<file path="src/common/cpu_pkg.sv">
// Shared core types; opcode encodings cover only the RV32I subset the core implements
`default_nettype none

package cpu_pkg;

  // Data path and address width
  localparam int XLEN = 32;

  // Major opcodes kept by the core, anything else decodes as a no-op
  typedef enum logic [6:0] {
    opc_op     = 7'b0110011,
    opc_op_imm = 7'b0010011,
    opc_load   = 7'b0000011,
    opc_store  = 7'b0100011,
    opc_branch = 7'b1100011,
    opc_jal    = 7'b1101111,
    opc_jalr   = 7'b1100111,
    opc_lui    = 7'b0110111,
    opc_auipc  = 7'b0010111
  } opcode_e;

  // ALU operations, pass_b feeds the immediate straight through for LUI
  typedef enum logic [3:0] {
    alu_add,
    alu_sub,
    alu_and,
    alu_or,
    alu_xor,
    alu_slt,
    alu_sltu,
    alu_sll,
    alu_srl,
    alu_sra,
    alu_pass_b
  } alu_op_e;

  // Conditional branch kinds
  typedef enum logic [2:0] {
    br_none,
    br_eq,
    br_ne,
    br_lt,
    br_ge,
    br_ltu,
    br_geu
  } branch_e;

  // Request unit sequencing
  typedef enum logic [1:0] {
    ru_idle,
    ru_fetch,
    ru_data,
    ru_done
  } ru_state_e;

endpackage

`default_nettype wire

</file>
<file path="src/source/alu.sv">
// Purely combinational; flags describe a_i minus b_i when the operation is a subtract
`default_nettype none

module alu (
  input  cpu_pkg::alu_op_e            alu_op_i,
  input  logic [cpu_pkg::XLEN-1:0]    a_i,
  input  logic [cpu_pkg::XLEN-1:0]    b_i,
  output logic [cpu_pkg::XLEN-1:0]    result_o,
  output logic                        zero_o,
  output logic                        negative_o,
  output logic                        carry_o
);

  // One extra bit keeps the borrow and the true signed sign
  logic [cpu_pkg::XLEN:0] udiff;
  logic [cpu_pkg::XLEN:0] sdiff;
  logic [4:0]             shamt;

  assign udiff = {1'b0, a_i} - {1'b0, b_i};
  assign sdiff = {a_i[cpu_pkg::XLEN-1], a_i} - {b_i[cpu_pkg::XLEN-1], b_i};
  assign shamt = b_i[4:0];

  always_comb begin
    unique case (alu_op_i)
      cpu_pkg::alu_add:    result_o = a_i + b_i;
      cpu_pkg::alu_sub:    result_o = udiff[cpu_pkg::XLEN-1:0];
      cpu_pkg::alu_and:    result_o = a_i & b_i;
      cpu_pkg::alu_or:     result_o = a_i | b_i;
      cpu_pkg::alu_xor:    result_o = a_i ^ b_i;
      cpu_pkg::alu_slt:    result_o = {{(cpu_pkg::XLEN-1){1'b0}}, sdiff[cpu_pkg::XLEN]};
      cpu_pkg::alu_sltu:   result_o = {{(cpu_pkg::XLEN-1){1'b0}}, udiff[cpu_pkg::XLEN]};
      cpu_pkg::alu_sll:    result_o = a_i << shamt;
      cpu_pkg::alu_srl:    result_o = a_i >> shamt;
      cpu_pkg::alu_sra:    result_o = $signed(a_i) >>> shamt;
      cpu_pkg::alu_pass_b: result_o = b_i;
      default:             result_o = '0;
    endcase
  end

  assign zero_o = (result_o == '0);

  // Signed less-than for a subtract, plain sign bit otherwise
  assign negative_o = (alu_op_i == cpu_pkg::alu_sub) ? sdiff[cpu_pkg::XLEN]
                                                     : result_o[cpu_pkg::XLEN-1];
  // Borrow out, set when a_i is below b_i unsigned
  assign carry_o = udiff[cpu_pkg::XLEN];

endmodule

`default_nettype wire

</file>
<file path="src/decode/control_unit.sv">
// Word loads and stores only; funct3 of LW and SW is not checked, unknown opcodes retire as no-ops
`default_nettype none

module control_unit (
  input  logic [31:0]       instr_i,
  output cpu_pkg::alu_op_e  alu_op_o,
  output cpu_pkg::branch_e  branch_o,
  output logic              alu_src_o,
  output logic              use_pc_o,
  output logic              reg_write_o,
  output logic              mem_read_o,
  output logic              mem_write_o,
  output logic              mem_to_reg_o,
  output logic              jump_o,
  output logic              jump_reg_o
);

  cpu_pkg::opcode_e opcode;
  cpu_pkg::alu_op_e arith_op;
  logic [2:0]       funct3;
  logic             bit30;

  assign opcode = cpu_pkg::opcode_e'(instr_i[6:0]);
  assign funct3 = instr_i[14:12];
  assign bit30  = instr_i[30];

  // Arithmetic select shared by OP and OP-IMM
  always_comb begin
    unique case (funct3)
      3'b000:  arith_op = (opcode == cpu_pkg::opc_op && bit30) ? cpu_pkg::alu_sub
                                                               : cpu_pkg::alu_add;
      3'b001:  arith_op = cpu_pkg::alu_sll;
      3'b010:  arith_op = cpu_pkg::alu_slt;
      3'b011:  arith_op = cpu_pkg::alu_sltu;
      3'b100:  arith_op = cpu_pkg::alu_xor;
      3'b101:  arith_op = bit30 ? cpu_pkg::alu_sra : cpu_pkg::alu_srl;
      3'b110:  arith_op = cpu_pkg::alu_or;
      default: arith_op = cpu_pkg::alu_and;
    endcase
  end

  always_comb begin
    alu_op_o     = cpu_pkg::alu_add;
    branch_o     = cpu_pkg::br_none;
    alu_src_o    = 1'b0;
    use_pc_o     = 1'b0;
    reg_write_o  = 1'b0;
    mem_read_o   = 1'b0;
    mem_write_o  = 1'b0;
    mem_to_reg_o = 1'b0;
    jump_o       = 1'b0;
    jump_reg_o   = 1'b0;
    unique case (opcode)
      cpu_pkg::opc_op: begin
        alu_op_o    = arith_op;
        reg_write_o = 1'b1;
      end
      cpu_pkg::opc_op_imm: begin
        alu_op_o    = arith_op;
        alu_src_o   = 1'b1;
        reg_write_o = 1'b1;
      end
      cpu_pkg::opc_load: begin
        alu_src_o    = 1'b1;
        reg_write_o  = 1'b1;
        mem_read_o   = 1'b1;
        mem_to_reg_o = 1'b1;
      end
      cpu_pkg::opc_store: begin
        alu_src_o   = 1'b1;
        mem_write_o = 1'b1;
      end
      cpu_pkg::opc_branch: begin
        // Compare through the subtract flags
        alu_op_o = cpu_pkg::alu_sub;
        unique case (funct3)
          3'b000:  branch_o = cpu_pkg::br_eq;
          3'b001:  branch_o = cpu_pkg::br_ne;
          3'b100:  branch_o = cpu_pkg::br_lt;
          3'b101:  branch_o = cpu_pkg::br_ge;
          3'b110:  branch_o = cpu_pkg::br_ltu;
          3'b111:  branch_o = cpu_pkg::br_geu;
          default: branch_o = cpu_pkg::br_none;
        endcase
      end
      cpu_pkg::opc_jal: begin
        jump_o      = 1'b1;
        reg_write_o = 1'b1;
      end
      cpu_pkg::opc_jalr: begin
        alu_src_o   = 1'b1;
        jump_reg_o  = 1'b1;
        reg_write_o = 1'b1;
      end
      cpu_pkg::opc_lui: begin
        alu_op_o    = cpu_pkg::alu_pass_b;
        alu_src_o   = 1'b1;
        reg_write_o = 1'b1;
      end
      cpu_pkg::opc_auipc: begin
        use_pc_o    = 1'b1;
        alu_src_o   = 1'b1;
        reg_write_o = 1'b1;
      end
      default: ;
    endcase
  end

endmodule

`default_nettype wire

</file>
<file path="src/decode/immediate_generator.sv">
// Format follows the opcode alone; opcodes outside the subset give a zero immediate
`default_nettype none

module immediate_generator (
  input  logic [31:0]                 instr_i,
  output logic [cpu_pkg::XLEN-1:0]    imm_o
);

  cpu_pkg::opcode_e opcode;

  assign opcode = cpu_pkg::opcode_e'(instr_i[6:0]);

  always_comb begin
    unique case (opcode)
      // I type
      cpu_pkg::opc_op_imm,
      cpu_pkg::opc_load,
      cpu_pkg::opc_jalr:   imm_o = {{20{instr_i[31]}}, instr_i[31:20]};
      cpu_pkg::opc_store:  imm_o = {{20{instr_i[31]}}, instr_i[31:25], instr_i[11:7]};
      // B and J carry a hidden zero in bit 0
      cpu_pkg::opc_branch: imm_o = {{19{instr_i[31]}}, instr_i[31], instr_i[7],
                                    instr_i[30:25], instr_i[11:8], 1'b0};
      cpu_pkg::opc_jal:    imm_o = {{11{instr_i[31]}}, instr_i[31], instr_i[19:12],
                                    instr_i[20], instr_i[30:21], 1'b0};
      cpu_pkg::opc_lui,
      cpu_pkg::opc_auipc:  imm_o = {instr_i[31:12], 12'b0};
      default:             imm_o = '0;
    endcase
  end

endmodule

`default_nettype wire

</file>
<file path="src/source/register_file.sv">
// Write port must be qualified by the retire step outside; x0 writes are dropped here
`default_nettype none

module register_file (
  input  logic                        clk,
  input  logic                        reset_i,
  input  logic                        write_en_i,
  input  logic [4:0]                  rs1_i,
  input  logic [4:0]                  rs2_i,
  input  logic [4:0]                  rd_i,
  input  logic [cpu_pkg::XLEN-1:0]    write_data_i,
  output logic [cpu_pkg::XLEN-1:0]    rs1_data_o,
  output logic [cpu_pkg::XLEN-1:0]    rs2_data_o
);

  logic [cpu_pkg::XLEN-1:0] regs [32];

  always_ff @(posedge clk) begin
    if (reset_i) begin
      for (int i = 0; i < 32; i++) begin
        regs[i] <= '0;
      end
    end else if (write_en_i && rd_i != 5'd0) begin
      regs[rd_i] <= write_data_i;
    end
  end

  // Reads are asynchronous
  assign rs1_data_o = regs[rs1_i];
  assign rs2_data_o = regs[rs2_i];

  // x0 holds zero across every write the core attempts
  a_x0_zero: assert property (@(posedge clk) disable iff (reset_i)
    (rs1_i == 5'd0) |-> (rs1_data_o == '0));

endmodule

`default_nettype wire

</file>
<file path="src/source/request_unit.sv">
// One bus transaction at a time, all four byte lanes; waits on busy with no timeout
`default_nettype none

module request_unit (
  input  logic                        clk,
  input  logic                        reset_i,
  input  logic                        enable_i,
  input  logic [cpu_pkg::XLEN-1:0]    pc_i,
  input  logic                        mem_read_i,
  input  logic                        mem_write_i,
  input  logic [cpu_pkg::XLEN-1:0]    data_adr_i,
  input  logic [cpu_pkg::XLEN-1:0]    store_data_i,
  input  logic [cpu_pkg::XLEN-1:0]    bus_dat_i,
  input  logic                        bus_busy_i,
  output logic [cpu_pkg::XLEN-1:0]    bus_adr_o,
  output logic [cpu_pkg::XLEN-1:0]    bus_dat_o,
  output logic [3:0]                  bus_sel_o,
  output logic                        bus_read_o,
  output logic                        bus_write_o,
  output logic [31:0]                 instr_o,
  output logic [cpu_pkg::XLEN-1:0]    load_data_o,
  output logic                        step_o
);

  cpu_pkg::ru_state_e       state_q;
  logic                     data_pending_q;
  logic [31:0]              instr_q;
  logic [cpu_pkg::XLEN-1:0] load_q;
  logic                     complete;
  logic                     issue_fetch;
  logic                     issue_data;

  // Busy low after the strobe cycle ends the transfer
  assign complete    = !bus_read_o && !bus_write_o && !bus_busy_i;
  assign issue_fetch = (state_q == cpu_pkg::ru_idle) && enable_i;
  assign issue_data  = (state_q == cpu_pkg::ru_data) && !data_pending_q &&
                       (mem_read_i || mem_write_i);

  always_ff @(posedge clk) begin
    if (reset_i) begin
      state_q        <= cpu_pkg::ru_idle;
      data_pending_q <= 1'b0;
      bus_read_o     <= 1'b0;
      bus_write_o    <= 1'b0;
      instr_q        <= '0;
    end else begin
      // Strobes last a single cycle
      bus_read_o  <= issue_fetch || (issue_data && mem_read_i);
      bus_write_o <= issue_data && mem_write_i;
      unique case (state_q)
        cpu_pkg::ru_idle: begin
          if (issue_fetch) state_q <= cpu_pkg::ru_fetch;
        end
        cpu_pkg::ru_fetch: begin
          if (complete) begin
            instr_q <= bus_dat_i;
            state_q <= cpu_pkg::ru_data;
          end
        end
        cpu_pkg::ru_data: begin
          // First cycle here decodes the latched word
          if (issue_data) begin
            data_pending_q <= 1'b1;
          end else if (!data_pending_q || complete) begin
            data_pending_q <= 1'b0;
            state_q        <= cpu_pkg::ru_done;
          end
        end
        default: state_q <= cpu_pkg::ru_idle;
      endcase
    end
  end

  // Address, write data and load capture
  always_ff @(posedge clk) begin
    if (issue_fetch) begin
      bus_adr_o <= pc_i;
    end else if (issue_data) begin
      bus_adr_o <= data_adr_i;
      bus_dat_o <= store_data_i;
    end
    if (state_q == cpu_pkg::ru_data && data_pending_q && complete && mem_read_i) begin
      load_q <= bus_dat_i;
    end
  end

  assign bus_sel_o   = 4'hf;
  assign instr_o     = instr_q;
  assign load_data_o = load_q;
  assign step_o      = (state_q == cpu_pkg::ru_done);

  a_one_strobe: assert property (@(posedge clk) disable iff (reset_i)
    !(bus_read_o && bus_write_o));

  // Nothing new goes out until the memory drops busy
  a_no_overlap: assert property (@(posedge clk) disable iff (reset_i)
    (bus_read_o || bus_write_o) |=>
      (!(bus_read_o || bus_write_o) until_with !bus_busy_i));

endmodule

`default_nettype wire

</file>
<file path="src/source/pc_unit.sv">
// Targets are not checked for alignment; JALR only clears bit 0
`default_nettype none

module pc_unit #(
  parameter logic [cpu_pkg::XLEN-1:0] RESET_PC = '0
) (
  input  logic                        clk,
  input  logic                        reset_i,
  input  logic                        step_i,
  input  cpu_pkg::branch_e            branch_i,
  input  logic                        jump_i,
  input  logic                        jump_reg_i,
  input  logic [cpu_pkg::XLEN-1:0]    imm_i,
  input  logic [cpu_pkg::XLEN-1:0]    alu_result_i,
  input  logic                        zero_i,
  input  logic                        negative_i,
  input  logic                        carry_i,
  output logic [cpu_pkg::XLEN-1:0]    pc_o,
  output logic [cpu_pkg::XLEN-1:0]    pc_plus4_o
);

  logic                     taken;
  logic [cpu_pkg::XLEN-1:0] next_pc;

  // Condition from the subtract flags
  always_comb begin
    unique case (branch_i)
      cpu_pkg::br_eq:  taken = zero_i;
      cpu_pkg::br_ne:  taken = !zero_i;
      cpu_pkg::br_lt:  taken = negative_i;
      cpu_pkg::br_ge:  taken = !negative_i;
      cpu_pkg::br_ltu: taken = carry_i;
      cpu_pkg::br_geu: taken = !carry_i;
      default:         taken = 1'b0;
    endcase
  end

  assign pc_plus4_o = pc_o + 32'd4;

  always_comb begin
    if (jump_reg_i) begin
      next_pc = {alu_result_i[cpu_pkg::XLEN-1:1], 1'b0};
    end else if (jump_i || taken) begin
      next_pc = pc_o + imm_i;
    end else begin
      next_pc = pc_plus4_o;
    end
  end

  always_ff @(posedge clk) begin
    if (reset_i) begin
      pc_o <= RESET_PC;
    end else if (step_i) begin
      pc_o <= next_pc;
    end
  end

endmodule

`default_nettype wire

</file>
<file path="src/source/cpu_core.sv">
// Multi-cycle RV32I subset; no CSRs, traps or sub-word accesses, retire_o marks each instruction
`default_nettype none

module cpu_core #(
  parameter logic [cpu_pkg::XLEN-1:0] RESET_PC = '0
) (
  input  logic                        clk,
  input  logic                        reset_i,
  input  logic                        enable_i,
  input  logic [cpu_pkg::XLEN-1:0]    bus_dat_i,
  input  logic                        bus_busy_i,
  output logic [cpu_pkg::XLEN-1:0]    bus_adr_o,
  output logic [cpu_pkg::XLEN-1:0]    bus_dat_o,
  output logic [3:0]                  bus_sel_o,
  output logic                        bus_read_o,
  output logic                        bus_write_o,
  output logic                        retire_o,
  output logic [cpu_pkg::XLEN-1:0]    pc_o
);

  logic [31:0]              instr;
  logic [cpu_pkg::XLEN-1:0] load_data, imm, rs1_data, rs2_data;
  logic [cpu_pkg::XLEN-1:0] alu_a, alu_b, alu_result, write_data, pc, pc_plus4;
  logic                     step, zero, negative, carry;

  // Decoded controls
  cpu_pkg::alu_op_e alu_op;
  cpu_pkg::branch_e branch;
  logic alu_src, use_pc, reg_write, mem_read, mem_write, mem_to_reg, jump, jump_reg;

  request_unit ru0 (.clk(clk), .reset_i(reset_i), .enable_i(enable_i), .pc_i(pc),
                    .mem_read_i(mem_read), .mem_write_i(mem_write),
                    .data_adr_i(alu_result), .store_data_i(rs2_data),
                    .bus_dat_i(bus_dat_i), .bus_busy_i(bus_busy_i),
                    .bus_adr_o(bus_adr_o), .bus_dat_o(bus_dat_o), .bus_sel_o(bus_sel_o),
                    .bus_read_o(bus_read_o), .bus_write_o(bus_write_o),
                    .instr_o(instr), .load_data_o(load_data), .step_o(step));

  control_unit cu0 (.instr_i(instr), .alu_op_o(alu_op), .branch_o(branch),
                    .alu_src_o(alu_src), .use_pc_o(use_pc), .reg_write_o(reg_write),
                    .mem_read_o(mem_read), .mem_write_o(mem_write),
                    .mem_to_reg_o(mem_to_reg), .jump_o(jump), .jump_reg_o(jump_reg));

  immediate_generator ig0 (.instr_i(instr), .imm_o(imm));

  // Register write lands only on the retire step
  register_file rf0 (.clk(clk), .reset_i(reset_i), .write_en_i(reg_write && step),
                     .rs1_i(instr[19:15]), .rs2_i(instr[24:20]), .rd_i(instr[11:7]),
                     .write_data_i(write_data),
                     .rs1_data_o(rs1_data), .rs2_data_o(rs2_data));

  // AUIPC takes the PC as first operand
  assign alu_a = use_pc ? pc : rs1_data;
  assign alu_b = alu_src ? imm : rs2_data;

  alu alu0 (.alu_op_i(alu_op), .a_i(alu_a), .b_i(alu_b), .result_o(alu_result),
            .zero_o(zero), .negative_o(negative), .carry_o(carry));

  pc_unit #(.RESET_PC(RESET_PC)) pc0 (
    .clk(clk), .reset_i(reset_i), .step_i(step), .branch_i(branch),
    .jump_i(jump), .jump_reg_i(jump_reg), .imm_i(imm), .alu_result_i(alu_result),
    .zero_i(zero), .negative_i(negative), .carry_i(carry),
    .pc_o(pc), .pc_plus4_o(pc_plus4));

  // Load data, link address or ALU result
  always_comb begin
    if (mem_to_reg) begin
      write_data = load_data;
    end else if (jump || jump_reg) begin
      write_data = pc_plus4;
    end else begin
      write_data = alu_result;
    end
  end

  assign retire_o = step;
  assign pc_o     = pc;

endmodule

`default_nettype wire

</file>
<file path="config.mk">
export PLATFORM = sky130hd
export DESIGN_NAME = cpu_core
export DESIGN_NICKNAME = d
export VERILOG_FILES = /design/src/common/cpu_pkg.sv /design/src/source/alu.sv /design/src/decode/control_unit.sv /design/src/decode/immediate_generator.sv /design/src/source/register_file.sv /design/src/source/request_unit.sv /design/src/source/pc_unit.sv /design/src/source/cpu_core.sv
export SDC_FILE = /design/constraint.sdc
export NUM_CORES = 2
export LEC_CHECK = 0
export BUFFER_PORTS_ARGS = -buffer_cell sky130_fd_sc_hd__buf_2
export CORE_MARGIN = 10
export CORE_UTILIZATION = 45
export CTS_CLUSTER_DIAMETER = 50
export CTS_CLUSTER_SIZE = 24
export DETAILED_ROUTE_END_ITERATION = 8
export HOLD_SLACK_MARGIN = 0.03
export PLACE_DENSITY = 0.6
export RECOVER_POWER = 100
export REMOVE_ABC_BUFFERS = 1
export SLEW_MARGIN = 5
export SYNTH_ARGS = -nofsm -noshare
export SYNTH_HDL_FRONTEND = slang
export SYNTH_SLANG_ARGS = --single-unit
</file>
<file path="constraint.sdc">
create_clock -name clk -period 11.75 [get_ports clk]
set_input_delay 0.5875 -clock clk [delete_from_list [all_inputs] [get_ports clk]]
set_output_delay 0.5875 -clock clk [all_outputs]
set_load 0.02 [all_outputs]
</file>
==> impl_metrics.tcl <==
set metrics [dict create \
    outcome "complete, but fails checks" \
    failed_checks "max-capacitance violations, max-slew violations" \
    clk_pin_slew_ns 0.07 \
    io_buffer_count 134 \
    path_cells "buf_12 -> nor2_1 -> buf_4 -> a22oi_1 -> a21oi_1 -> nor4_1 -> mux2i_4 -> inv_1 -> clkbuf_1 -> nor2_1 -> nand2b_1 -> o21a_1 -> o21ai_0 -> o21ai_0 -> o211ai_1 -> nand4bb_1 -> nor4_2 -> a21boi_1 -> o211ai_4 -> buf_4 -> nand2_1 -> o221a_2 -> nor3_1" \
    ys_seq_elements 1199 \
    ys_warn_count 0 \
    cp.arrival_ns 11.45 \
    crit_fanout 59 \
    tightest_slew_ns 5.509 \
    p_per_area_nw_per_um2 236.3 \
    fp.dieH_um 421.4 \
    fin_tns_setup_ns 0 \
    grtUsageTotal 0.3466 \
    synth-compound-area-share 0.1171 \
    crit_slowest_cell "nor4_1" \
    power_switching_w 0.009058 \
    finalSetupViolations 0 \
    synth_edf_count 1120 \
    cts_num_sinks 1199 \
    grt.overflow.total 0 \
    synth-main-ff-cell "edfxtp_1" \
    postCtsSetupBuffers 0 \
    finalPower_w 0.01876 \
    path_class "reg2reg" \
    antenna_found_initial 23 \
    hold_buffers 16 \
    ant_nets 0 \
    dr.first_iter.drc_count 9918 \
    hp-class "in2reg" \
    grt_start_max_net_pins 85 \
    synth_mux_area_frac 0.1982 \
    clkPwrFrac 0.226 \
    timing.final.crit_share 0.9196 \
    power.internal_w 0.009704 \
    drive_gt1_frac 0.1279 \
    final_cell_mix "nor2_1, edfxtp_1, mux2i_1, nand2_1, mux4_2" \
    h-tree-depth 3 \
    crit_path_start_kind "flip-flop" \
    wirelength_mm 322.2 \
    hold_slack_ns 0.1494 \
    synthSimpleGateAreaFrac 0.1197 \
    initial_utilization 0.4520 \
    synth-async-reset-ratio 0 \
    post-place-cells 8442 \
    root_buffer "clkbuf_16" \
    pin_count 139 \
    core_region_area_sq_um 160400 \
    nets 6601 \
    period_needed_ns 10.81 \
    use_met1 0.4473 \
    clock_latency_ns 0.81 \
    swShare 0.4828 \
    finalNonFillerCells 8693 \
    grt-busiest-layer "met2" \
    grt_pass1_wl_mm 443.9 \
    syn_area_sq_um 72500 \
    vdd_ir_drop_max_uv 270.1 \
    dieArea_sq_um 177600 \
    place.gp.congestion 1.017 \
    synth_cell_types 105 \
    fillers 14588 \
    synth_fa_ha_area_frac 0.02568 \
    grt_pass1_vias 56611 \
    fp-row-count 147 \
    synth_top_family_by_area "multiplexers" \
    layout_commonest_cell "nor2_1" \
    cts-buffers-inserted 118 \
    cts_tree "built" \
    synth_cells 6464 \
    rsz0062_at_grt "false" \
    hold_viol_final 0 \
    syn2layout_area_growth_pct 9.519 \
    final_util 0.4951 \
    end_kind "flip-flop" \
    synth.yosys.seq_area_share 0.4857 \
    synthXorXnorAreaFrac 0.008456 \
    clk_path_buf_depth 3 \
    max_slew_margin -2.673 \
    die_w_um 421.4 \
    pwr-share-seq 0.274 \
    vias 59797 \
    p_leak_nw 27.25 \
    hpwl_mm 209.6 \
    fmax_ghz 0.09254 \
    vias_per_cell 6.879 \
    use_met3 0.08214 \
    slew_violations 2743 \
    combPwrFrac 0.500 \
    cts_resized 0 \
    critPathRequiredTime_ns 12.40 \
    wl_per_cell_um 37.06 \
    avgSynthCellArea_sq_um 11.22 \
    cap_violations 94 \
    crit_path_max_incr_delay_ns 1.21 \
    clock_skew_ns 0.1010 \
    grtUsageMet2 0.5222 \
    dr.pass1.iters 6 \
    drc 0 \
]
==> cell families (layout without fill, tap and decap cells) <==
group                      Yosys count  in the layout
other                                2             47
muxes                             1066           1066
DFF                               1199           1199
xor gates and xnor gates            70             70
and+or+nand+nor                   2039           2039
buffers and inverters              717            741
adders and majority gates          147            147
AOI/OAI and AO/OA                 1224           1224
==> cells in the mapped netlist (35+ instances only) <==
library cell  number  share of area
nor2_1          1289          0.067
edfxtp_1        1120           0.46
mux2i_1          704          0.097
clkbuf_1         367          0.019
nand2_1          316          0.016
mux4_2           286          0.089
a22oi_1          279          0.029
a21oi_1          278          0.019
ha_1             144          0.025
inv_1            130         0.0067
o21ai_0          124         0.0086
nand3_1          115         0.0079
dfxtp_1           79          0.022
buf_2             76         0.0052
mux2_2            72          0.011
a211oi_1          62         0.0064
buf_4             62         0.0064
nand2b_1          57         0.0049
nor3_1            56         0.0039
and3_1            50         0.0043
a21o_1            49         0.0051
a31oi_1           48         0.0041
xnor2_1           46         0.0056
buf_1             45         0.0023
a221oi_1          40         0.0048
o211ai_1          35         0.0036
==> cell type report <==
class,instances,area (sq um),area share
diodes,11,27.53,0.0003467
clock buffers,123,2993,0.03769
clock inverters,101,1304,0.01642
inverters,133,501.7,0.006319
multi-input cells,4582,34410,0.4333
flip-flops and latches,1199,35230,0.4437
well taps,2160,2703,0.03404
repair buffers,384,2235,0.02814
==> power groups by stage <==
stage                     Combinational, W  Sequential (W)  Clock, W
after detailed placement           0.00925         0.00521         0
after floorplan                    0.00562         0.00535         0
final                              0.00939         0.00514   0.00423
after global routing               0.00969         0.00516   0.00441
after CTS                          0.00929         0.00512   0.00423
after global placement             0.00929         0.00520         0
==> critical path, delay by kind of cell, from the launching register on <==
family	cells	cell delay [ns]
and+or+nand+nor	8	3.81
DFF	1	0.92
muxes	1	0.20
AOI/OAI and AO/OA	9	2.78
buffers and inverters	5	2.71
==> sequential cells by signal (all words and copies together), names as in the netlist, named ones only <==
| register | flops |
|---|---|
| ru0.bus_write_o | 1 |
| ru0.bus_read_o | 1 |
| ru0.instr_o | 32 |
| ru0.bus_adr_o | 32 |
| ru0.state_q | 2 |
| ru0.data_pending_q | 1 |
| ru0.bus_dat_o | 32 |
| pc0.pc_o | 32 |
| ru0.load_data_o | 32 |
| rf0.regs | 1024 |
==> through the flow <==
step / setup WS [ns] / area [sq um]
after floorplan: -11.77 / 69860
after global placement: 2.408 / 75700
after detailed placement: 2.315 / 75700
after CTS: 2.278 / 80160
after global routing: 0.8138 / 79380
final: 0.9442 / 79400
==> path summary, 6_finish.rpt <==
kind                                     start                  end  slack, ns  cells past startpoint
worst max register to register       flip-flop         pc0.pc_o[31]       0.94                     23
worst max-delay path                 flip-flop         pc0.pc_o[31]       0.94                     23
worst min-delay path             bus_dat_i[19]  ru0.load_data_o[19]       0.15                      1
worst min register to register  ru0.instr_o[0]       ru0.instr_o[0]       0.47                      2
==> routing by layer <==
metal | up-vias | wire, um
met1 | 29729 | 117300
met2 | 4804 | 140200
met4 | 16 | 24950
met3 | 1066 | 39590
met5 | - | 94
li1 | 24182 | -
(Power assumes the default switching activity.)
